--- src/cache_mem_pkg.sv ---
// cache memory package: address split constants and shared vector types
package cache_mem_pkg;

  //////////////////////////////////////////////////
  // address split
  //////////////////////////////////////////////////

  // physical address width
  localparam int PLEN          = 32;

  // set index
  localparam int IDX_BITS      = 4;
  localparam int SETS          = 1 << IDX_BITS;   // 16 sets

  // line geometry
  localparam int LINE_BYTES    = 16;
  localparam int BLK_OFFS_BITS = $clog2(LINE_BYTES);  // byte offset in line
  localparam int LINE_BITS     = LINE_BYTES * 8;

  // write buffer word, replicated across the line on a write
  localparam int XLEN          = 32;

  // whatever is left above index and offset
  localparam int TAG_BITS      = PLEN - IDX_BITS - BLK_OFFS_BITS;

  //////////////////////////////////////////////////
  // associativity
  //////////////////////////////////////////////////

  // top level default, 1/4/8 ways also work
  localparam int DEFAULT_WAYS  = 2;

  //////////////////////////////////////////////////
  // vector types
  //////////////////////////////////////////////////

  // set index
  typedef logic [IDX_BITS-1:0]   idx_t;

  // address tag
  typedef logic [TAG_BITS-1:0]   tag_t;

  // one full cache line
  typedef logic [LINE_BITS-1:0]  line_t;

  // byte enables covering a line
  typedef logic [LINE_BYTES-1:0] line_be_t;

  // write buffer data word
  typedef logic [XLEN-1:0]       word_t;

  // physical address, tag/index/offset
  typedef logic [PLEN-1:0]       paddr_t;

endpackage

--- src/cache_result.sv ---
// cache result stage: hit line mux, evict select and registered outputs
`timescale 1ns/1ps

module cache_result #(
  parameter int WAYS = 2
)
(
  input  logic                              clk_i,
  input  logic                              rst_ni,
  input  logic                              lookup_q_i,
  input  logic                              evict_q_i,
  input  logic                              any_dirty_i,
  input  logic [WAYS-1:0]                   way_hit_i,
  input  logic [WAYS-1:0]                   way_dirty_i,
  input  logic [WAYS-1:0]                   way_q_i,      // one-hot evict way
  input  cache_mem_pkg::idx_t               idx_q_i,
  input  cache_mem_pkg::tag_t [WAYS-1:0]    rd_tags_i,
  input  cache_mem_pkg::line_t [WAYS-1:0]   rd_lines_i,
  output logic                              lookup_valid_o,
  output logic                              hit_o,
  output logic                              cache_dirty_o,
  output logic                              evict_valid_o,
  output logic [WAYS-1:0]                   ways_hit_o,
  output logic [WAYS-1:0]                   ways_dirty_o,
  output cache_mem_pkg::line_t              line_o,
  output cache_mem_pkg::paddr_t             evict_adr_o,
  output cache_mem_pkg::line_t              evict_line_o
);

  import cache_mem_pkg::*;

  line_t hit_line;                                // and-or of hitting ways
  line_t evict_line;
  tag_t  evict_tag;

  //////////////////////////////////////////////////
  // way muxes, and-or since selects are one-hot
  //////////////////////////////////////////////////

  always_comb
  begin
    hit_line   = '0;
    evict_line = '0;
    evict_tag  = '0;
    for (int w = 0; w < WAYS; w++)
    begin
      hit_line   = hit_line   | (rd_lines_i[w] & {LINE_BITS{way_hit_i[w]}});
      evict_line = evict_line | (rd_lines_i[w] & {LINE_BITS{way_q_i[w]}});
      evict_tag  = evict_tag  | (rd_tags_i[w]  & {TAG_BITS{way_q_i[w]}});
    end
  end

  //////////////////////////////////////////////////
  // output registers
  //////////////////////////////////////////////////

  // valids and status flags
  always_ff @(posedge clk_i or negedge rst_ni)
  begin
    if (!rst_ni)
    begin
      lookup_valid_o <= 1'b0;
      evict_valid_o  <= 1'b0;
      hit_o          <= 1'b0;
      cache_dirty_o  <= 1'b0;
      ways_hit_o     <= '0;
      ways_dirty_o   <= '0;
    end
    else
    begin
      lookup_valid_o <= lookup_q_i;               // one cycle pulse
      evict_valid_o  <= evict_q_i;
      if (lookup_q_i)
      begin
        hit_o         <= |way_hit_i;
        cache_dirty_o <= any_dirty_i;
        ways_hit_o    <= way_hit_i;
        ways_dirty_o  <= way_dirty_i;
      end
    end
  end

  // line payloads, held between valids
  always_ff @(posedge clk_i)
  begin
    if (lookup_q_i)
    begin
      line_o <= hit_line;
    end
    if (evict_q_i)
    begin
      evict_adr_o  <= {evict_tag, idx_q_i, {BLK_OFFS_BITS{1'b0}}};  // line aligned
      evict_line_o <= evict_line;
    end
  end

  // a tag can live in one way only, else the mux would blend lines
  a_hit_onehot0 : assert property (@(posedge clk_i) disable iff (!rst_ni)
    lookup_q_i |-> $onehot0(way_hit_i));

endmodule

--- config.mk ---
export PLATFORM = sky130hd
export DESIGN_NAME = cache_result
export DESIGN_NICKNAME = d
export VERILOG_FILES = /design/src/cache_mem_pkg.sv /design/src/cache_result.sv
export SDC_FILE = /design/constraint.sdc
export NUM_CORES = 1
export LEC_CHECK = 0
export BUFFER_PORTS_ARGS = -buffer_cell sky130_fd_sc_hd__buf_2
export CORE_AREA = 2 2 240 242
export DETAILED_ROUTE_END_ITERATION = 12
export DIE_AREA = 0 0 242 244
export PLACE_DENSITY_LB_ADDON = 0.25
export SKIP_LAST_GASP = 1
export SYNTH_ARGS = -nofsm -noshare
export SYNTH_HDL_FRONTEND = slang
export SYNTH_SLANG_ARGS = --single-unit
export TNS_END_PERCENT = 100
--- constraint.sdc ---
create_clock -name clk_i -period 0.95 [get_ports clk_i]
set_input_delay 0 -clock clk_i [delete_from_list [all_inputs] [get_ports clk_i]]
set_output_delay 0 -clock clk_i [all_outputs]
set_load 0.03 [all_outputs]
# Word level (Yosys, flattened, before mapping)
# Cells that the tools add are included.
word_totals:
  latch_bits: 0
  out_inout_bits: 296
  mem_bits_ro: 0
  wordCells: 19
  mem_count: 0
  in_bits: 319
  ramBits: 0
  regBits: 292
classes:
  bitwise_logic: 9
  shift: 0
  n_eq_ne: 0
  reduce_logical: 1
  n_addsub: 0
  n_lt_le_gt_ge: 0
  div: 0
  muxes: 0
  n_mul: 0
ops:
  columns: ["op", "count"]
  rows:
  - ["128-bit bitwise AND", 4]
  - ["128-bit bitwise OR", 2]
  - ["24-bit bitwise AND", 2]
  - ["24-bit bitwise OR", 1]
  - ["2-bit OR reduction", 1]

# Logic depth before layout (Yosys ltp)
depth:
  ltp_word: 2
  depth_mapped: 4
  depth_no_buf: 2

# Worst setup path before layout
# Ideal clock, no wire load.
synth_timing:
  kind: "reg-to-reg"
  from: "register cache_dirty_o (netlist name)"
  to: "register cache_dirty_o"
  slack_ns: 0.069
  stages_incl_launch_ff: 2
  required_time_ns: 0.825
  setup_time_ns: 0.125
  path_buffers: 0
  arrival_ns: 0.756
  period_less_slack_ns: 0.881
  path_cell_list: "dfrtp_1 -> mux2_2"
synth_rtl:
  columns: ["element", "line", "rtl"]
  rows:
  - ["end signal: assignment", "cache_result.sv:76", "cache_dirty_o <= any_dirty_i;"]
  - ["end: declaration", "cache_result.sv:21", "output logic cache_dirty_o,"]

# Worst setup path after layout
layout_timing:
  from: "register evict_line_o[17]"
  to: "output evict_line_o[17]"
layout_rtl:
  columns: ["element", "line", "rtl"]
  rows:
  - ["start: declaration", "cache_result.sv:27", "output cache_mem_pkg::line_t evict_line_o"]
  - ["start signal: assignment", "cache_result.sv:93", "evict_line_o <= evict_line;"]
# No word-level cell between the ends.

==> tab_implementation.tex <==
\begin{tabular}{lr}
\hline
Metric & Value \\
\hline
\multicolumn{2}{l}{\textbf{Status}} \\
\quad Outcome & finished, violations left \\
\quad Violations in the final reports & negative setup slack \\
\multicolumn{2}{l}{\textbf{Cells and area}} \\
\quad Total number of nets in the final design & 1,939 \\
\quad Fill count & 5,221 \\
\quad Multi-input gate area & 2540 um2 \\
\quad Area added between synthesis and finish & 91.2\% \\
\quad Final Non-Filler Cells & roughly 2,400 \\
\quad Share of cells above drive strength 1 & 0.447 \\
\quad Register cell area after layout & 8730 um2 \\
\multicolumn{2}{l}{\textbf{Yosys}} \\
\quad Commonest cells in the synthesized netlist & 284 x sky130\_fd\_sc\_hd\_\_edfxtp\_1, 280 x sky130\_fd\_sc\_hd\_\_a22o\_1, 44 x sky130\_fd\_sc\_hd\_\_buf\_2, 18 x sky130\_fd\_sc\_hd\_\_buf\_6, 8 x sky130\_fd\_sc\_hd\_\_dfrtp\_1 \\
\quad Synth cell types & 10 \\
\quad Simple-gate portion of the synthesized area & 0.000641 \\
\quad Cell type with the largest total area after synthesis & sky130\_fd\_sc\_hd\_\_edfxtp\_1 \\
\quad Xor/xnor share of the synthesized area & 0 \\
\quad Cells after synthesis & about 650 \\
\quad Number of enable flip-flop cells after synthesis & 284 \\
\quad Area fraction in compound gates after synthesis & 0.210 \\
\quad Top-count cell post-synth & sky130\_fd\_sc\_hd\_\_edfxtp\_1 \\
\quad Proportion of register bits with asynchronous set or reset after synthesis & 0.0274 \\
\quad Primary FF master, synth & sky130\_fd\_sc\_hd\_\_edfxtp\_1 \\
\quad Multiplexer share of the synthesized area & 0.00481 \\
\quad Yosys reg bits & roughly 300 \\
\quad Cell area after synthesis & about 12,000 um2 \\
\quad Count of synthesis-stage warnings from yosys & 0 \\
\quad Adder-Cell Fraction of Synth Area & 0 \\
\quad Average cell area after synthesis & 18.1 um2 \\
\quad Proportion of netlist area held by the largest area contributor & 0.728 \\
\quad Sequential cell area fraction in the yosys report & 0.745 \\
\quad Biggest area contributors in the synthesized netlist & sky130\_fd\_sc\_hd\_\_edfxtp\_1 73\%, sky130\_fd\_sc\_hd\_\_a22o\_1 21\%, sky130\_fd\_sc\_hd\_\_buf\_2 1.9\% \\
\quad Main combinational cell family by area after synthesis & compound AO/OA/AOI/OAI gates \\
\multicolumn{2}{l}{\textbf{Worst setup path}} \\
\quad Data required time of the worst path & 0.95 ns \\
\quad Worst path top cell family by delay & flip-flops \\
\quad Critical path launch point type & register \\
\quad Arrival time reported for the critical path endpoint & 1.16 ns \\
\quad Cell chain of the critical path & buf\_6 \\
\quad Worst path slowest cell & sky130\_fd\_sc\_hd\_\_edfxtp\_1 \\
\quad Max FO, Critical Path & 1 \\
\quad Capturing element type of the critical path & output port \\
\quad Number of stages on the worst setup path & 1 \\
\quad WP buf/inv & 1 \\
\quad Type of the setup path with the least slack & register to output port \\
\quad Stage delay of the slowest cell on the critical path & 0.46 ns \\
\quad Length in cells of the worst reg-to-reg path & 1 \\
\multicolumn{2}{l}{\textbf{Power}} \\
\quad Sw power & roughly 11 mW \\
\quad Power share of the combinational group & 0.236 \\
\quad Pwr dens & approximately 1700 nW/um2 \\
\quad Switch share & 0.275 \\
\quad Proportion of power drawn by flip-flops and latches & 0.416 \\
\quad Static leakage power & 9.45 nW \\
\quad Clock network fraction of total power & 0.348 \\
\quad Power consumption & 38.9 mW \\
\quad Design internal power & 28.2 mW \\
\quad VDD IR-drop max & 1.19 mV \\
\multicolumn{2}{l}{\textbf{Global route}} \\
\quad Total gr overflow & 0 \\
\quad Grt met2 use & 0.280 \\
\quad Maximum number of pins on one net before global-route repair & 74 \\
\quad Global-route wire length before repair & 70.3 mm \\
\quad Number of global-route vias before repair & 11,618 \\
\quad Global router's overall resource usage & 0.155 \\
\quad Number of antenna violations at the first check in global routing & 2 \\
\quad Global Route met1 Usage & 0.170 \\
\quad Most crowded layer after global routing & met2 \\
\quad Global-route met3 utilization & 0.0486 \\
\multicolumn{2}{l}{\textbf{STA}} \\
\quad Post-route setup slack & -0.209 ns \\
\quad Number of pins with negative max-slew slack in the final report & 0 \\
\quad Share of the cycle needed by the critical path after routing & 1.22 \\
\quad Largest clock skew in the final design & 0 ns \\
\quad Fin Setup TNS & -33.85 ns \\
\quad Hold violation count in the final report & 0 \\
\quad Max Clk Rate & 863 MHz \\
\quad Setup repair after global routing missed its margin & true \\
\quad Final-report setup violation count & 320 \\
\quad Post-layout min period & 1.16 ns \\
\multicolumn{2}{l}{\textbf{CTS}} \\
\quad Number of setup buffers added after CTS & 0 \\
\quad Clock latency of the later-clocked register in the worst-skew pair & 0.53 ns \\
\quad Clock tree from TritonCTS & done \\
\quad CTS buffer count & 35 \\
\quad H-tree Lvls & 2 \\
\quad Maximum clock path buffer count & 3 \\
\quad Buffer type at the clock tree root & sky130\_fd\_sc\_hd\_\_clkbuf\_16 \\
\quad CTS clk-pin slew, worst paths & around 0.060 ns \\
\quad Clock sink total & 292 \\
\multicolumn{2}{l}{\textbf{Flow run}} \\
\quad Max-cap viol count & 0 \\
\multicolumn{2}{l}{\textbf{Placed design}} \\
\quad HPWL after detailed placement & 31.9 mm \\
\quad Placed Cells & 2,018 \\
\quad Final weighted congestion of routability-driven global placement & 0.849 \\
\quad Worst Setup Slack post-DPL & 0.0133 ns \\
\quad Quantity of I/O buffers inserted on ports & 610 \\
\multicolumn{2}{l}{\textbf{Worst hold path}} \\
\quad Worst min-delay path class & input pin to register \\
\quad Cell depth of the worst hold path & 2 \\
\multicolumn{2}{l}{\textbf{Die}} \\
\quad Number of rows created at floorplan & 87 \\
\quad Die X & $\sim$240 um \\
\quad IO Pins & 615 \\
\quad Die outline height & roughly 240 um \\
\quad Core region area & about 56,000 um2 \\
\quad Initial standard-cell utilization of the core & 0.209 \\
\quad Area enclosed by the die boundary & $\sim$60,000 um2 \\
\multicolumn{2}{l}{\textbf{Detailed routing}} \\
\quad Average vias per placed instance & roughly 4.4 \\
\quad Count of TritonRoute iterations in the first routing pass & 4 \\
\quad Total wirelength of the detailed-routed design & a little under 50 mm \\
\quad Routed length per placed instance & 20.2 um \\
\quad Drt drc & 0 \\
\quad Via total after detailed routing & 10,479 \\
\quad Count of antenna-violating nets left after detailed routing & 0 \\
\quad Detailed router's first-iteration violation count & about 420 \\
\hline
\end{tabular}
## registers in the layout, indices dropped and copies added, names as in the netlist
signal and count:
evict_line_o 128, line_o 128, evict_adr_o 28, ways_dirty_o 2, ways_hit_o 2, cache_dirty_o 1, evict_valid_o 1, hit_o 1
lookup_valid_o 1
## cells in the final DEF, fill, tap and decap left out, drive strengths merged
| cell | instances |
|---|---|
| dfrtp | 8 |
| diode | 2 |
| a21oi | 1 |
| clkbuf | 52 |
| buf | 678 |
| mux2 | 5 |
| edfxtp | 284 |
| conb | 4 |
| a22o | 280 |
| clkinv | 7 |
| bufinv | 3 |
| nor2 | 2 |
| dlygate4sd3 | 318 |
| inv | 2 |
## kinds of logic (layout without fill, tap and decap cells)
kind of cell / count (synthesis) / after routing
AOI/OAI and AO/OA: 281 / 281
other: 1 / 6
buffers and inverters: 67 / 1060
DFF: 292 / 292
and+or+nand+nor: 2 / 2
muxes: 5 / 5
## per-layer routing
metal  up-vias  wire, um
met5         -         0
met4         0      1580
met3        98      3740
met2       483     25100
met1      5187     18200
li1       4711         -
## repair_timing
| action | CTS | global route |
|---|---|---|
| endpoints found under the setup margin | 292 | 319 |
| pin swaps | 0 | 2 |
| gates resized for setup | 584 | 6 |
| hold buffers | 318 | 0 |
| cloned | 0 | 3 |
| hold endpoints to repair | 333 | 0 |
## final timing paths
kind | start | end | slack, ns
worst max-delay path | evict_line_o[17]$_DFFE_PP_ | evict_line_o[17] | -0.21
worst min-delay path | way_q_i[0] | evict_line_o[36]$_DFFE_PP_ | 0.04
worst max register to register | ways_hit_o[1]$_DFFE_PN0P_ | ways_hit_o[1]$_DFFE_PN0P_ | 0.17
worst min register to register | cache_dirty_o$_DFFE_PN0P_ | cache_dirty_o$_DFFE_PN0P_ | 0.54
max in group asynchronous | rst_ni | hit_o$_DFFE_PN0P_ | 0.10
min in group asynchronous | rst_ni | ways_hit_o[0]$_DFFE_PN0P_ | 0.51
## stage by stage
stage          utilization  hold slack, ns  cell area, um2
6_report             0.399          0.0445           22400
5_1_grt              0.399          0.0310           22400
3_5_place_dp         0.287          -0.123           16100
4_1_cts              0.397         0.00808           22300
2_1_floorplan            -          -0.296           11700
3_3_place_gp         0.287          -0.125           16100
## power groups by stage
stage	Combinational, mW	Clock (mW)	Sequential (mW)
after global placement	6.70	0	16.1
after global routing	9.60	14.4	16.3
after CTS	9.09	13.9	16.2
after detailed placement	6.72	0	16.1
after floorplan	1.27	0	18.5
final	9.19	13.5	16.2
## area by class of cell
type                       count  share of cell area
antenna                        2            0.000223
clock buffer                  49              0.0447
clock inverter                12             0.00615
multi-input combinational    292               0.114
sequential                   292               0.390
tap                          756              0.0422
timing repair buffer         999               0.403
No activity file was read; power rests on OpenSTA's default activity.
