**src/cache_mem_pkg.sv**
```systemverilog
// cache memory package: address split constants and shared vector types
package cache_mem_pkg;

  //////////////////////////////////////////////////
  // address split
  //////////////////////////////////////////////////

  // physical address width
  localparam int PLEN          = 32;

  // set index
  localparam int IDX_BITS      = 4;
  localparam int SETS          = 1 << IDX_BITS;   // 16 sets

  // line geometry
  localparam int LINE_BYTES    = 16;
  localparam int BLK_OFFS_BITS = $clog2(LINE_BYTES);  // byte offset in line
  localparam int LINE_BITS     = LINE_BYTES * 8;

  // write buffer word, replicated across the line on a write
  localparam int XLEN          = 32;

  // whatever is left above index and offset
  localparam int TAG_BITS      = PLEN - IDX_BITS - BLK_OFFS_BITS;

  //////////////////////////////////////////////////
  // associativity
  //////////////////////////////////////////////////

  // top level default, 1/4/8 ways also work
  localparam int DEFAULT_WAYS  = 2;

  //////////////////////////////////////////////////
  // vector types
  //////////////////////////////////////////////////

  // set index
  typedef logic [IDX_BITS-1:0]   idx_t;

  // address tag
  typedef logic [TAG_BITS-1:0]   tag_t;

  // one full cache line
  typedef logic [LINE_BITS-1:0]  line_t;

  // byte enables covering a line
  typedef logic [LINE_BYTES-1:0] line_be_t;

  // write buffer data word
  typedef logic [XLEN-1:0]       word_t;

  // physical address, tag/index/offset
  typedef logic [PLEN-1:0]       paddr_t;

endpackage

```
**src/cache_sram.sv**
```systemverilog
// single-port synchronous ram with byte enables and registered read
`timescale 1ns/1ps

module cache_sram #(
  parameter int DBITS = 8                       // multiple of 8
)
(
  input  logic                  clk_i,
  input  logic                  rst_ni,
  input  cache_mem_pkg::idx_t   addr_i,
  input  logic                  we_i,
  input  logic [DBITS/8-1:0]    be_i,
  input  logic [DBITS-1:0]      din_i,
  output logic [DBITS-1:0]      dout_o
);

  import cache_mem_pkg::*;

  logic [DBITS-1:0] mem_q [SETS];               // one word per set

  // byte lane writes
  always_ff @(posedge clk_i)
  begin
    if (we_i)
    begin
      for (int b = 0; b < DBITS/8; b++)
      begin
        if (be_i[b])
        begin
          mem_q[addr_i][b*8 +: 8] <= din_i[b*8 +: 8];
        end
      end
    end
  end

  // read register, old data on a write cycle
  always_ff @(posedge clk_i or negedge rst_ni)
  begin
    if (!rst_ni)
    begin
      dout_o <= '0;
    end
    else
    begin
      dout_o <= mem_q[addr_i];
    end
  end

endmodule

```
**src/cache_tag_store.sv**
```systemverilog
// cache tag store: per-way tag rams, valid/dirty flops and tag compare
`timescale 1ns/1ps

module cache_tag_store #(
  parameter int WAYS = 2
)
(
  input  logic                             clk_i,
  input  logic                             rst_ni,
  input  logic                             lookup_i,
  input  logic                             fill_i,
  input  logic                             wb_write_i,
  input  logic                             evict_i,
  input  logic                             inval_all_i,
  input  logic                             fill_dirty_i,
  input  cache_mem_pkg::idx_t              idx_i,
  input  cache_mem_pkg::tag_t              tag_i,
  input  logic [WAYS-1:0]                  way_sel_i,     // one-hot
  output logic [WAYS-1:0]                  way_hit_o,
  output logic [WAYS-1:0]                  way_dirty_o,
  output logic                             any_dirty_o,
  output logic                             lookup_q_o,
  output logic                             evict_q_o,
  output cache_mem_pkg::tag_t [WAYS-1:0]   rd_tags_o,
  output cache_mem_pkg::idx_t              idx_q_o,
  output logic [WAYS-1:0]                  way_q_o
);

  import cache_mem_pkg::*;

  localparam int TAG_DBITS = ((TAG_BITS + 7) / 8) * 8;  // whole bytes

  logic [WAYS-1:0][SETS-1:0] valid_q;
  logic [WAYS-1:0][SETS-1:0] dirty_q;
  logic [TAG_DBITS-1:0]      tag_rd [WAYS];
  tag_t                      tag_q;               // lookup tag, aligned with ram out

  //////////////////////////////////////////////////
  // valid and dirty flags
  //////////////////////////////////////////////////

  always_ff @(posedge clk_i or negedge rst_ni)
  begin
    if (!rst_ni)
    begin
      valid_q <= '0;
      dirty_q <= '0;
    end
    else
    begin
      for (int w = 0; w < WAYS; w++)
      begin
        if (inval_all_i)
        begin
          valid_q[w] <= '0;                       // dirty bits kept
        end
        else if (fill_i && way_sel_i[w])
        begin
          valid_q[w][idx_i] <= 1'b1;
        end
        // fill loads dirty from the bus, a wb write always dirties
        if ((fill_i || wb_write_i) && way_sel_i[w])
        begin
          dirty_q[w][idx_i] <= fill_i ? fill_dirty_i : 1'b1;
        end
      end
    end
  end

  //////////////////////////////////////////////////
  // command delay, same latency as the rams
  //////////////////////////////////////////////////

  always_ff @(posedge clk_i or negedge rst_ni)
  begin
    if (!rst_ni)
    begin
      lookup_q_o  <= 1'b0;
      evict_q_o   <= 1'b0;
      any_dirty_o <= 1'b0;
    end
    else
    begin
      lookup_q_o <= lookup_i;
      evict_q_o  <= evict_i;
      if (lookup_i)
      begin
        any_dirty_o <= |(valid_q & dirty_q);      // whole cache, at the read
      end
    end
  end

  always_ff @(posedge clk_i)
  begin
    idx_q_o <= idx_i;
    way_q_o <= way_sel_i;
    tag_q   <= tag_i;
  end

  //////////////////////////////////////////////////
  // per way ram and compare
  //////////////////////////////////////////////////

  for (genvar w = 0; w < WAYS; w++)
  begin : g_way
    cache_sram #(
      .DBITS  ( TAG_DBITS )
    ) u_tag_ram (
      .clk_i  ( clk_i                   ),
      .rst_ni ( rst_ni                  ),
      .addr_i ( idx_i                   ),
      .we_i   ( fill_i & way_sel_i[w]   ),
      .be_i   ( {(TAG_DBITS/8){1'b1}}   ),
      .din_i  ( TAG_DBITS'(tag_i)       ),
      .dout_o ( tag_rd[w]               )
    );

    assign rd_tags_o[w]   = tag_rd[w][TAG_BITS-1:0];
    // flags read at the delayed index, in step with the ram
    assign way_hit_o[w]   = valid_q[w][idx_q_o] & (rd_tags_o[w] == tag_q);
    assign way_dirty_o[w] = valid_q[w][idx_q_o] & dirty_q[w][idx_q_o];
  end

  // way select must name exactly one way
  a_way_sel_onehot : assert property (@(posedge clk_i) disable iff (!rst_ni)
    (fill_i || wb_write_i || evict_i) |-> $onehot(way_sel_i));

endmodule

```
**config.mk**
```make
export PLATFORM = sky130hd
export DESIGN_NAME = cache_tag_store
export DESIGN_NICKNAME = d
export VERILOG_FILES = /design/src/cache_mem_pkg.sv /design/src/cache_sram.sv /design/src/cache_tag_store.sv
export SDC_FILE = /design/constraint.sdc
export NUM_CORES = 1
export LEC_CHECK = 0
export ABC_AREA = 0
export BUFFER_PORTS_ARGS = -buffer_cell sky130_fd_sc_hd__buf_4
export CORE_AREA = 3 3 242 244
export DETAILED_ROUTE_END_ITERATION = 6
export DIE_AREA = 0 0 245 247
export PLACE_DENSITY = 0.82
export SYNTH_ARGS = -nofsm -noshare
export SYNTH_HDL_FRONTEND = slang
export SYNTH_HIERARCHICAL = 1
export SYNTH_SLANG_ARGS = --single-unit
export TNS_END_PERCENT = 30
```
**constraint.sdc**
```tcl
create_clock -name clk_i -period 2.3 [get_ports clk_i]
set_input_delay 0 -clock clk_i [delete_from_list [all_inputs] [get_ports clk_i]]
set_output_delay 0 -clock clk_i [all_outputs]
set_load 0.1 [all_outputs]
```
# Word-level counts from Yosys, hierarchy flattened
# Memories as Yosys holds them, arrays and structs flattened. A register that Yosys moved wholly into a read port is not among the register bits.
# Cells that the tools add are included.
totals:
  out_inout_bits: 61
  mem_count: 2
  register_bits: 97
  mem_bits_rw: 768
  wordCells: 58
classes:
  bitwise: 9
  n_eq_ne: 2
  magnitude_cmp: 3
  muxes: 21
  reduce_logical: 11
mem_list:
  columns: ["memory", "words", "word_bits", "rd", "rd_ports_with_merged_regs", "write_ports", "line", "text"]
  rows:
  - ["g_way[0].u_tag_ram.mem_q", 16, 24, 1, 1, 1, "cache_sram.sv:19", "logic [DBITS-1:0] mem_q [SETS];"]
  - ["g_way[1].u_tag_ram.mem_q", 16, 24, 1, 1, 1, "cache_sram.sv:19", null]
op_table:
  columns: ["cell", "n"]
  rows:
  - ["two-way mux 16 bit", 4]
  - ["equality test 24 bit", 2]
  - ["AND 32 bit", 1]
  - ["bitwise mux 16 bit", 2]
  - ["OR 16 bit", 2]
  - ["OR reduction 32 bit", 1]
  - ["binary-select mux 1 bit (select 4 bit)", 4]
  - ["less-than comparator 4 x 5 -> 1 bit, second input constant", 2]
  - ["two-way mux 1 bit", 10]
  - ["AND 1 bit", 6]
  - ["logical AND 1 bit", 5]
  - ["demux 1 bit (select 4 bit)", 1]
  - ["greater-or-equal comparator 4 x 1 -> 1 bit, second input constant", 1]
  - ["nonzero test 2 bit", 2]
  - ["logical NOT 1 bit", 2]
  - ["logical OR 1 bit", 1]

# Longest topological paths before layout
# Gate-level depths: netlist of the first run.
logic_depth:
  word_depth: 7
  depth_mapped: 6
  mapped_depth_nobuf: 4

# By module
# The synthesis of the first run kept the hierarchy.
by_module_without_submodules:
  columns: ["mod", "cells_per_inst", "area_each_um2", "seq_area_each_um2", "n_inst"]
  rows:
  - ["cache_sram", 687, 15292.2, 12131.6, 2]
  - ["cache_tag_store", 398, 4393.0, 2277.2, 1]

# Worst setup path after synthesis of the first run
# No wires, ideal clock.
synth_timing:
  path_kind: "reg-to-output"
  startpoint: "register idx_q_o[2]"
  endpoint: "output port way_hit_o[1]"
  path_stages_with_launch: 7
  path_buffers: 2
  arrival_ns: 3.576
  slack_ns: -1.276
  t_required_ns: 2.300
  cell_sequence: "dfxtp_1 > clkbuf_2 > buf_2 > mux4_2 > nand2_1 > and3_4 > nor4_2"
synth_between:
  elab_chain_len: 3
synth_rtl:
  columns: ["item", "line", "text"]
  rows:
  - ["start, declared", "cache_tag_store.sv:25", "output cache_mem_pkg::idx_t idx_q_o,"]
  - ["start signal, assigned", "cache_tag_store.sv:95", "idx_q_o <= idx_i;"]
  - ["binary-select mux 1 bit (select 4 bit)", "cache_tag_store.sv:120", "assign way_hit_o[w] = valid_q[w][idx_q_o] & (rd_tags_o[w] == tag_q);"]
  - ["two-way mux 1 bit (implied by the code)", "cache_tag_store.sv:120", null]
  - ["AND 1 bit", "cache_tag_store.sv:120", null]
  - ["end, declared", "cache_tag_store.sv:19", "output logic [WAYS-1:0] way_hit_o,"]
# No other way between the ends. The select of a mux whose other input is x is not followed.

# Final worst setup path of the first run
layout_timing:
  startpoint: "register g_way[0].u_tag_ram.dout_o[10] (read register of g_way[0].u_tag_ram.mem_q)"
  endpoint: "output port way_hit_o[0]"
layout_between:
  elab_chain_len: 2
layout_rtl:
  columns: ["item", "line", "text"]
  rows:
  - ["start, declared", "cache_sram.sv:14", "output logic [DBITS-1:0] dout_o"]
  - ["equality test 24 bit", "cache_tag_store.sv:120", null]
  - ["AND 1 bit", "cache_tag_store.sv:120", null]
# No other way between the ends.

==> flow_metrics.py, run 1 <==
metrics = {
    "detailed_routing": {
        "first_pass_iters": 7,
        "wl_um": 91700,
        "drt_first_iter_violations": 3114,
        "ant_nets": 0,
        "drc": 3,
        "num_vias": 19646,
        "wl_per_cell_um": 32.0,
        "vias_per_cell": 6.86,
    },
    "critical_path": {
        "endpoint_kind": "primary output",
        "required_ns": 2.30,
        "cp.arrival_ns": 2.64,
        "r2r_slack_ns": 0.69,
        "critPathKind": "flip-flop to primary output",
        "r2r_cells": 3,
        "cp-start-kind": "flip-flop",
        "cp_max_fo": 2,
    },
    "clocking": {
        "cts_tree": "built",
        "clock-sinks": 913,
        "clkSlewWorstSetupHoldPaths_ns": 0.07,
        "numCtsBuffers": 87,
        "cts_buffer_depth": 3,
        "htree_num_levels": 3,
        "clk_latency_ns": 0.64,
        "cts_root_buffer": "clkbuf_16",
    },
    "yosys": {
        "syn_avg_cell_area_um2": 19.7,
        "synth_top_flop_cell": "edfxtp_1",
        "ys_ff_latch": 913,
        "syn_inst": 1772,
        "synth_area_um2": 35000,
        "async_flop_share_pct": 12.6,
        "yosysUniqueCellTypes": 37,
        "ys_warn_count": 6,
        "synth_edf_count": 768,
        "ys_seq_area_share_pct": 75.9,
    },
    "worst_hold_path": {
        "hold_depth": 2,
        "hold_path_class": "input pin to flip-flop",
    },
    "finish": {
        "final_cell_mix": "768 x edfxtp_1, 220 x buf_4, 203 x mux4_2, 111 x a22oi_1, 90 x clkbuf_16",
        "syn2layout_area_growth_pct": 16.7,
        "multi_input_area_um2": 7990,
        "utilization_pct": 72.3,
        "final_common_cell": "edfxtp_1",
        "drive_gt1_share_pct": 31.2,
        "fillers": 3017,
        "seqCellArea_um2": 26600,
        "layout.nets": 2073,
        "antenna_cells": 0,
    },
    "sta": {
        "finalSetupViolations": 4,
        "relSlewSlack_pct": 37.3,
        "setup_slack_ns": -0.344,
        "clock.fmax_mhz": 378,
        "fin_crit_sh_pct": 115,
        "fin_skew_ns": 0.0202,
        "tightest_slew_ns": 0.937,
        "fin_crit_ns": 2.64,
        "slew_viol_final": 0,
        "rsz0062_at_grt": "true",
        "hold_violations": 0,
    },
    "floorplanning": {
        "io_pins": 99,
        "initial_core_util_pct": 61.9,
        "dieArea_um2": 60500,
        "die_w_um": 245,
        "rows": 87,
        "core_region_area_um2": 56500,
        "die_y_um": 247,
    },
    "global_routing": {
        "grt_max_degree": 73,
        "use_met3_pct": 9.75,
        "grt_first_pass_wirelength_um": 135000,
        "grt_remaining_overflow": 0,
        "antenna_found_initial": 2,
        "grt-busiest-layer": "met2",
        "grt_pass1_vias": 19797,
        "grt_use_met2_pct": 49.6,
        "use_met1_pct": 41.3,
        "grt_util_all_layers_pct": 31.1,
    },
    "place": {
        "portBuffers": 98,
        "dp_slack_ns": 0.102,
        "hpwlAfterDp_um": 54700,
        "gp_congestion": 0.988,
    },
    "outcome": {
        "status": "complete, but fails checks",
        "violations": "DRC, setup timing",
    },
    "flow_run": {
        "max_cap_violations": 0,
    },
    "power": {
        "leakage_uw": 0.0138,
        "p_per_area_nw_per_um2": 888,
        "vdd_ir_drop_max_uv": 759,
    },
}
-- registers in the layout, summed over array words and instances (netlist names) --
signal / flops
g_way.u_tag_ram/mem_q: 768
evict_q_o: 1
way_q_o: 2
any_dirty_o: 1
g_way.u_tag_ram/dout_o: 48
valid_q: 32
lookup_q_o: 1
dirty_q: 32
idx_q_o: 4
tag_q: 24
-- worst paths after layout --
| check | to | start |
|---|---|---|
| max | way_hit_o[0] | g_way[0].u_tag_ram/dout_o[10]$_DFF_PN0_ |
| min | evict_q_o$_DFF_PN0_ | evict_i |
| max reg2reg | g_way[0].u_tag_ram/dout_o[10]$_DFF_PN0_ | g_way[0].u_tag_ram/mem_q[8][10]$_DFFE_PP_ |
| min reg2reg | valid_q[8]$_DFFE_PN0P_ | valid_q[8]$_DFFE_PN0P_ |
| max in group asynchronous | g_way[0].u_tag_ram/dout_o[7]$_DFF_PN0_ | rst_ni |
| min in group asynchronous | valid_q[19]$_DFFE_PN0P_ | rst_ni |
-- logic make-up (layout without fill, tap and decap cells) --
| kind of cell | after synthesis | in the layout | share of synthesized area (%) |
|---|---|---|---|
| flip-flops | 913 | 913 | 75.9 |
| AND/OR/NAND/NOR | 281 | 281 | 3.72 |
| AO/OA/AOI/OAI | 216 | 216 | 4.06 |
| multiplexers | 208 | 208 | 13.5 |
| buffers and inverters | 105 | 436 | 1.60 |
| XOR/XNOR | 48 | 48 | 1.20 |
| other | 1 | 6 | 0.0107 |
-- metrics by stage --
stage / hold WS [ns] / cell area [um2] / cells / setup TNS (ns) / power [uW]
after global routing: 0.0317 / 40800 / 2864 / -0.785 / 37100
after global placement: -0.0255 / 37400 / 2661 / 0 / 21900
after floorplan: -0.296 / 35100 / 1777 / -0.0709 / 20800
after CTS: 0.0198 / 40800 / 2864 / -0.504 / 36300
after detailed placement: -0.0139 / 37400 / 2661 / 0 / 21900
final: 0.0437 / 40800 / 2864 / -0.650 / 36200
-- power breakdown --
group | internal, uW | total, uW | leakage [uW] | switching (uW)
sequential | 18300 | 18700 | 0.00854 | 337
combinational | 950 | 3150 | 0.00384 | 2200
clock | 8290 | 14400 | 0.00141 | 6130
total | 27600 | 36200 | 0.0138 | 8660
-- Yosys cell counts (2+ instances only) --
cell      count  area share [%]
buf_1        16            0.17
and2_1        4           0.072
a22oi_1     114             2.4
buf_8         2           0.086
nor4_1        9            0.16
nand2b_1     12            0.21
clkbuf_1     53            0.57
buf_4         2           0.043
edfxtp_1    768              66
nand3b_1      4           0.086
mux4_1       12            0.90
nand3_1       6           0.086
nor2b_1       5           0.089
a21oi_1      64            0.92
nand4_1       9            0.16
nor3_1       60            0.86
nor2_1       90            0.97
o21a_1        2           0.043
xnor2_1      16            0.40
and3_4        2           0.064
buf_2        17            0.24
mux4_2      196              13
a31oi_1      35            0.63
xor2_1       32            0.80
nand2_1      73            0.78
or2_2         2           0.036
nor4_2        2           0.072
dfxtp_1      30             1.7
buf_6        13            0.42
dfrtp_1     115             8.2
-- layer usage --
| layer | up-vias | wire, um |
|---|---|---|
| met4 | 2 | 3920 |
| li1 | 7748 | - |
| met2 | 1636 | 44100 |
| met1 | 9953 | 31000 |
| met5 | - | 11 |
| met3 | 307 | 12700 |
-- worst max-delay path, cell delays in order (launching register included) --
cell and delay (ns):
dfrtp_4 0.50, xor2_1 0.15, nor4_1 0.31, nand4_1 0.40, nor4_4 0.36, buf_6 0.28
-- repair_timing --
action,in CTS,in global routing
gates resized for setup,19,5
hold buffers,36,0
endpoints found under the hold margin,978,0
pin swaps,11,2
setup buffers,5,0
endpoints found under the setup margin,4,4
-- layout make-up --
type,instances,share of cell area (%)
Clock buffer,121,6.19
Clock inverter,41,0.932
Multi-Input combinational cell,759,19.6
Sequential cell,913,65.3
Tap cell,756,2.32
Timing Repair Buffer,274,5.70
No activity file was read; power rests on OpenSTA's default activity.
==> run 2: changes to the inputs <==
CORE_AREA = 3 3 321 323   (was 3 3 242 244)
DIE_AREA = 0 0 324 326   (was 0 0 245 247)
PLACE_DENSITY = 0.52   (was 0.82)
==> run 2 against run 1 <==
Net effect: the run ends with setup timing left; setup slack got worse by 0.040 ns; total power increased by 1.7%; cell count increased by 21%; largest power group unchanged; hold slack improved by 0.036 ns; wire length increased by 1.2%; core utilization decreased by 30 points.
==> flow_metrics.py, run 2 (synthesis results as in run 1) <==
metrics = {
    "finish": {
        "largest-register": "g_way.u_tag_ram/mem_q",
        "largest_reg_flops": 768,
        "layout.nets": 2111,
        "final_common_cell": "edfxtp_1",
        "utilization_pct": 41.8,
        "final_cell_mix": "768 x edfxtp_1, 242 x buf_4, 199 x mux4_2, 112 x a22oi_1, 98 x clkbuf_16",
        "final_cells": 3455,
        "antenna_cells": 0,
        "reg.largest.list": "g_way.u_tag_ram/mem_q x768, g_way.u_tag_ram/dout_o x48",
        "drive_gt1_share_pct": 30.6,
        "syn2layout_area_growth_pct": 19.8,
    },
    "critical_path": {
        "critPathKind": "flip-flop to primary output",
        "slowest_stage": "dfrtp_4",
        "path_cells": "xor2_1 > nor4_1 > nand4_1 > nor4_4 > buf_6",
        "cp-start-kind": "flip-flop",
        "cp.arrival_ns": 2.68,
        "crit_buf_inv": 1,
        "endpoint_kind": "primary output",
        "cp_max_fo": 2,
        "slowest_delay_ns": 0.48,
        "cpLargestDelayFamily": "simple AND/OR/NAND/NOR gates",
        "required_ns": 2.30,
    },
    "floorplanning": {
        "die_w_um": 324,
        "initial_core_util_pct": 34.9,
        "io_pins": 99,
        "rows": 116,
        "core_region_area_um2": 100000,
        "die_y_um": 326,
        "dieArea_um2": 106000,
    },
    "sta": {
        "fin_crit_sh_pct": 117,
        "fin_crit_ns": 2.68,
        "rsz0062_at_grt": "true",
        "clock.fmax_mhz": 373,
        "setup_slack_ns": -0.384,
        "fin_skew_ns": 0.0459,
        "tns_ns": -0.989,
        "tightest_slew_ns": 1.10,
        "finalSetupViolations": 4,
        "hold_violations": 0,
        "slew_viol_final": 0,
        "relSlewSlack_pct": 26.6,
        "hold_slack_ns": 0.0800,
    },
    "detailed_routing": {
        "drt_first_iter_violations": 1873,
        "wl_um": 92900,
        "num_vias": 18500,
        "ant_nets": 0,
        "vias_per_cell": 5.35,
        "drc": 0,
        "first_pass_iters": 5,
        "wl_per_cell_um": 26.9,
    },
    "outcome": {
        "violations": "setup timing",
        "status": "complete, but fails checks",
    },
    "place": {
        "dp_slack_ns": 0.114,
        "hpwlAfterDp_um": 61200,
        "portBuffers": 98,
        "gp_congestion": 0.875,
        "place_inst": 3229,
    },
    "clocking": {
        "cts_buffer_depth": 3,
        "clkSlewWorstSetupHoldPaths_ns": 0.06,
        "cts_tree": "built",
        "numCtsBuffers": 97,
        "clock-sinks": 913,
        "htree_num_levels": 3,
        "post_cts_buffers": 0,
        "cts_root_buffer": "clkbuf_16",
        "clk_latency_ns": 0.69,
    },
    "global_routing": {
        "use_met3_pct": 4.49,
        "grt_first_pass_wirelength_um": 134000,
        "grt_pass1_vias": 19033,
        "grt-busiest-layer": "met2",
        "grt_use_met2_pct": 27.6,
        "grt_util_all_layers_pct": 17.6,
        "grt_max_degree": 39,
        "grt_remaining_overflow": 0,
        "antenna_found_initial": 2,
        "use_met1_pct": 24.5,
    },
    "power": {
        "p_per_area_nw_per_um2": 880,
        "leakage_uw": 0.0140,
        "vdd_ir_drop_max_uv": 631,
    },
    "worst_hold_path": {
        "hold_path_class": "input pin to flip-flop",
    },
    "flow_run": {
        "max_cap_violations": 0,
    },
}
## run 2: final timing paths
check                                                                from                                       to  slack, ns  depth (start not counted)
worst max-delay path               g_way[1].u_tag_ram/dout_o[5]$_DFF_PN0_                             way_hit_o[1]      -0.38                          5
worst min-delay path                                               fill_i                  dirty_q[18]$_DFFE_PN0P_       0.08                          4
worst max register to register  g_way[1].u_tag_ram/mem_q[11][4]$_DFFE_PP_   g_way[1].u_tag_ram/dout_o[4]$_DFF_PN0_       0.77                          3
worst min register to register                    valid_q[12]$_DFFE_PN0P_                  valid_q[12]$_DFFE_PN0P_       0.53                          2
max in group asynchronous                                          rst_ni                  dirty_q[15]$_DFFE_PN0P_       1.41                          4
min in group asynchronous                                          rst_ni  g_way[1].u_tag_ram/dout_o[14]$_DFF_PN0_       0.53                          4
## run 2: cell type report
type                            instances  area (um2)
Clock buffer                          138        2690
Clock inverter                         45         395
Fill cell                            8822       58200
Multi-Input combinational cell        759        7980
Sequential cell                       913       26600
Tap cell                             1298        1620
Timing Repair Buffer                  302        2570
## run 2: power breakdown
part	internal (uW)	leakage [uW]	switching, uW
registers	18300	0.00854	356
clock network	8640	0.00151	6390
logic	983	0.00397	2160
total	28000	0.0140	8900
## run 2: routing by layer
layer	part of all wire [%]	up-vias
met1	43	9898
met4	2.4	0
li1	-	7833
met3	7.9	131
met2	47	638
met5	0	-
## run 2: stage by stage
stage | area (um2) | power (uW)
after floorplan | 35100 | 20800
after global placement | 38300 | 22100
after detailed placement | 38300 | 22100
after CTS | 41900 | 37200
after global routing | 41900 | 38100
final | 41900 | 36900
## run 2: worst min-delay path, cell delays in order
cell	delay [ns]
buf_4	0.10
o21a_1	0.12
buf_4	0.33
a31oi_1	0.13
## run 2: timing repair
action,in CTS,in global routing
hold buffers,43,0
pin swaps,9,3
cloned,0,0
setup endpoints to repair,4,4
endpoints found under the hold margin,983,0
resized for setup,13,3
==> run 3: changes to the inputs <==
ABC_AREA = 1   (was 0)
CORE_AREA = 3 3 356 323   (was 3 3 321 323)
DIE_AREA = 0 0 359 326   (was 0 0 324 326)
PLACE_DENSITY = 0.53   (was 0.52)
SLEW_MARGIN = 20   (was unset)
==> run 3 against run 2 <==
Net effect: combinational power is 18% higher; sequential power hardly changed; register-to-register slack better by 0.27 ns; clock power hardly changed; critical path depth is 4 higher; core utilization is 0.89 points lower; fmax is 18% higher; the run now ends clean; count of clock-buffer cells in the layout stayed put; area after synthesis is 12% higher.
==> flow_metrics.py, run 3 <==
metrics = {
    "sta": {
        "fin_crit_sh_pct": 99.0,
        "clock.fmax_mhz": 439,
        "rsz0062_at_grt": "true",
        "slew_viol_final": 0,
        "hold_violations": 0,
        "fin_crit_ns": 2.28,
        "finalSetupViolations": 0,
        "relSlewSlack_pct": 38.9,
        "tns_ns": 0,
        "tightest_slew_ns": 0.914,
        "fin_skew_ns": 0.0304,
    },
    "floorplanning": {
        "dieArea_um2": 117000,
        "rows": 116,
        "io_pins": 99,
        "core_region_area_um2": 111000,
        "die_w_um": 359,
        "initial_core_util_pct": 35.1,
        "die_y_um": 326,
    },
    "yosys": {
        "syn_avg_cell_area_um2": 9.64,
        "async_flop_share_pct": 12.6,
        "synth_simple_gate_area_share_pct": 25.3,
        "synth_edf_count": 768,
        "syn_inst": 4047,
        "synth.largest_area_cell": "edfxtp_1",
        "synth_compound_area_share_pct": 1.60,
        "yosysTopAreaCellShare_pct": 59.1,
        "synth_top_family_by_area": "simple AND/OR/NAND/NOR gates",
        "ys_ff_latch": 913,
        "yosysMostFrequentCell": "nand2_1",
        "synthAdderAreaFrac_pct": 0,
        "yosys-top-cells-count": "2,369 x nand2_1, 768 x edfxtp_1, 224 x inv_1",
        "synth-xor-area-share_pct": 0.225,
        "synth.mux.area_fraction_pct": 0,
        "netlist_top_cells_area": "edfxtp_1 59%, nand2_1 23%, dfrtp_1 7.4%, inv_1 2.2%, nor2_1 1.6%",
        "yosysUniqueCellTypes": 23,
        "ys_warn_count": 6,
        "ys_seq_area_share_pct": 68.0,
        "synth_area_um2": 39000,
        "synth_top_flop_cell": "edfxtp_1",
    },
    "worst_hold_path": {
        "hold_path_class": "input pin to flip-flop",
    },
    "clocking": {
        "cts_buffer_depth": 3,
        "htree_num_levels": 3,
        "cts_root_buffer": "clkbuf_16",
        "clk_latency_ns": 0.69,
        "numCtsBuffers": 95,
        "cts_tree": "built",
        "clock-sinks": 913,
        "clkSlewWorstSetupHoldPaths_ns": 0.06,
    },
    "detailed_routing": {
        "vias_per_cell": 4.63,
        "wl_per_cell_um": 18.0,
        "first_pass_iters": 7,
        "drt_first_iter_violations": 2055,
        "ant_nets": 0,
        "wl_um": 105000,
        "num_vias": 26975,
        "drc": 0,
    },
    "place": {
        "hpwlAfterDp_um": 65400,
        "portBuffers": 98,
        "gp_congestion": 0.857,
    },
    "critical_path": {
        "endpoint_kind": "primary output",
        "cp.arrival_ns": 2.28,
        "cp_max_fo": 3,
        "critPathKind": "flip-flop to primary output",
        "cp-start-kind": "flip-flop",
        "required_ns": 2.30,
    },
    "power": {
        "p_per_area_nw_per_um2": 824,
        "leakage_uw": 0.0197,
        "p_total_uw": 37500,
        "vdd_ir_drop_max_uv": 736,
    },
    "finish": {
        "utilization_pct": 41.0,
        "final_cell_mix": "2,368 x nand2_1, 768 x edfxtp_1, 231 x buf_4, 223 x inv_1, 163 x nor2_1",
        "largest-register": "g_way.u_tag_ram/mem_q",
        "multi_input_area_um2": 10700,
        "reg.largest.list": "g_way.u_tag_ram/mem_q x768, g_way.u_tag_ram/dout_o x48",
        "drive_gt1_share_pct": 9.64,
        "syn2layout_area_growth_pct": 16.7,
        "largest_reg_flops": 768,
        "fillers": 10948,
        "seqCellArea_um2": 26500,
        "antenna_cells": 0,
        "layout.nets": 4305,
        "final_common_cell": "nand2_1",
    },
    "flow_run": {
        "max_cap_violations": 0,
    },
    "global_routing": {
        "grt_max_degree": 108,
        "grt_pass1_vias": 26062,
        "grt_first_pass_wirelength_um": 160000,
        "grt_util_all_layers_pct": 17.6,
        "grt_remaining_overflow": 0,
        "antenna_found_initial": 2,
    },
    "outcome": {
        "status": "complete, no violations",
    },
}
run 3: area by class of cell:
cell class	instances	area share, %
clock buffers	138	5.95
repair buffers	293	5.48
flip-flops and latches	913	58.3
well taps	1475	4.05
clock inverters	40	0.855
multi-input cells	2731	23.4
inverters	233	1.96
run 3: kinds of logic after synthesis:
family,after synthesis
AND/OR/NAND/NOR,2599
flip-flops,913
buffers and inverters,408
AO/OA/AOI/OAI,116
XOR/XNOR,10
other,1
run 3: repair_timing:
action,4_1_cts,5_1_grt
setup buffers,1,1
pin swaps,5,3
resized for setup,21,11
endpoints found under the setup margin,4,4
hold endpoints to repair,994,0
hold buffers,44,0
run 3: final timing paths:
check | cells after the start | from | slack, ns | end
hold / removal | 4 | lookup_i | 0.09 | any_dirty_o$_DFFE_PN0P_
setup reg to reg | 3 | dirty_q[31]$_DFFE_PN0P_ | 1.04 | dirty_q[31]$_DFFE_PN0P_
setup / recovery | 9 | g_way[1].u_tag_ram/dout_o[3]$_DFF_PN0_ | 0.02 | way_hit_o[1]
max in group asynchronous | 4 | rst_ni | 1.42 | valid_q[27]$_DFFE_PN0P_
min in group asynchronous | 4 | rst_ni | 0.42 | dirty_q[27]$_DFFE_PN0P_
hold reg to reg | 2 | any_dirty_o$_DFFE_PN0P_ | 0.50 | any_dirty_o$_DFFE_PN0P_
run 3: through the flow:
step	hold WS [ns]	instances	area [um2]	setup WS, ns
after global placement	-0.0659	5599	41900	0.00673
final	0.0896	5823	45500	0.0220
after floorplan	-0.296	4052	39000	-0.226
after global routing	0.0780	5823	45500	-0.0783
after CTS	0.0272	5822	45500	-0.0144
after detailed placement	-0.0684	5599	41900	0.00874
run 3: worst max-delay path: stages (launching register included):
cell and delay [ns]:
dfrtp_1 0.43, inv_1 0.06, nand2_1 0.05, nand2_1 0.05, nor2_1 0.11, nand2_1 0.12, nor2_4 0.24, nand3_4 0.19
nor2_4 0.16, buf_12 0.18
run 3: routing by layer:
layer,vias to the layer above,routed length [um],GRT usage (%)
li1,13285,-,-
met1,12949,48400,24.7
met2,608,47300,27.5
met3,133,6910,4.40
met4,0,1920,4.13
met5,-,0,0
run 3: where the power goes:
| group | switching [uW] | leakage, uW | internal (uW) | total (uW) |
|---|---|---|---|---|
| Clock | 6560 | 0.00151 | 8690 | 15300 |
| Combinational | 2790 | 0.00960 | 899 | 3690 |
| Sequential | 252 | 0.00860 | 18300 | 18600 |
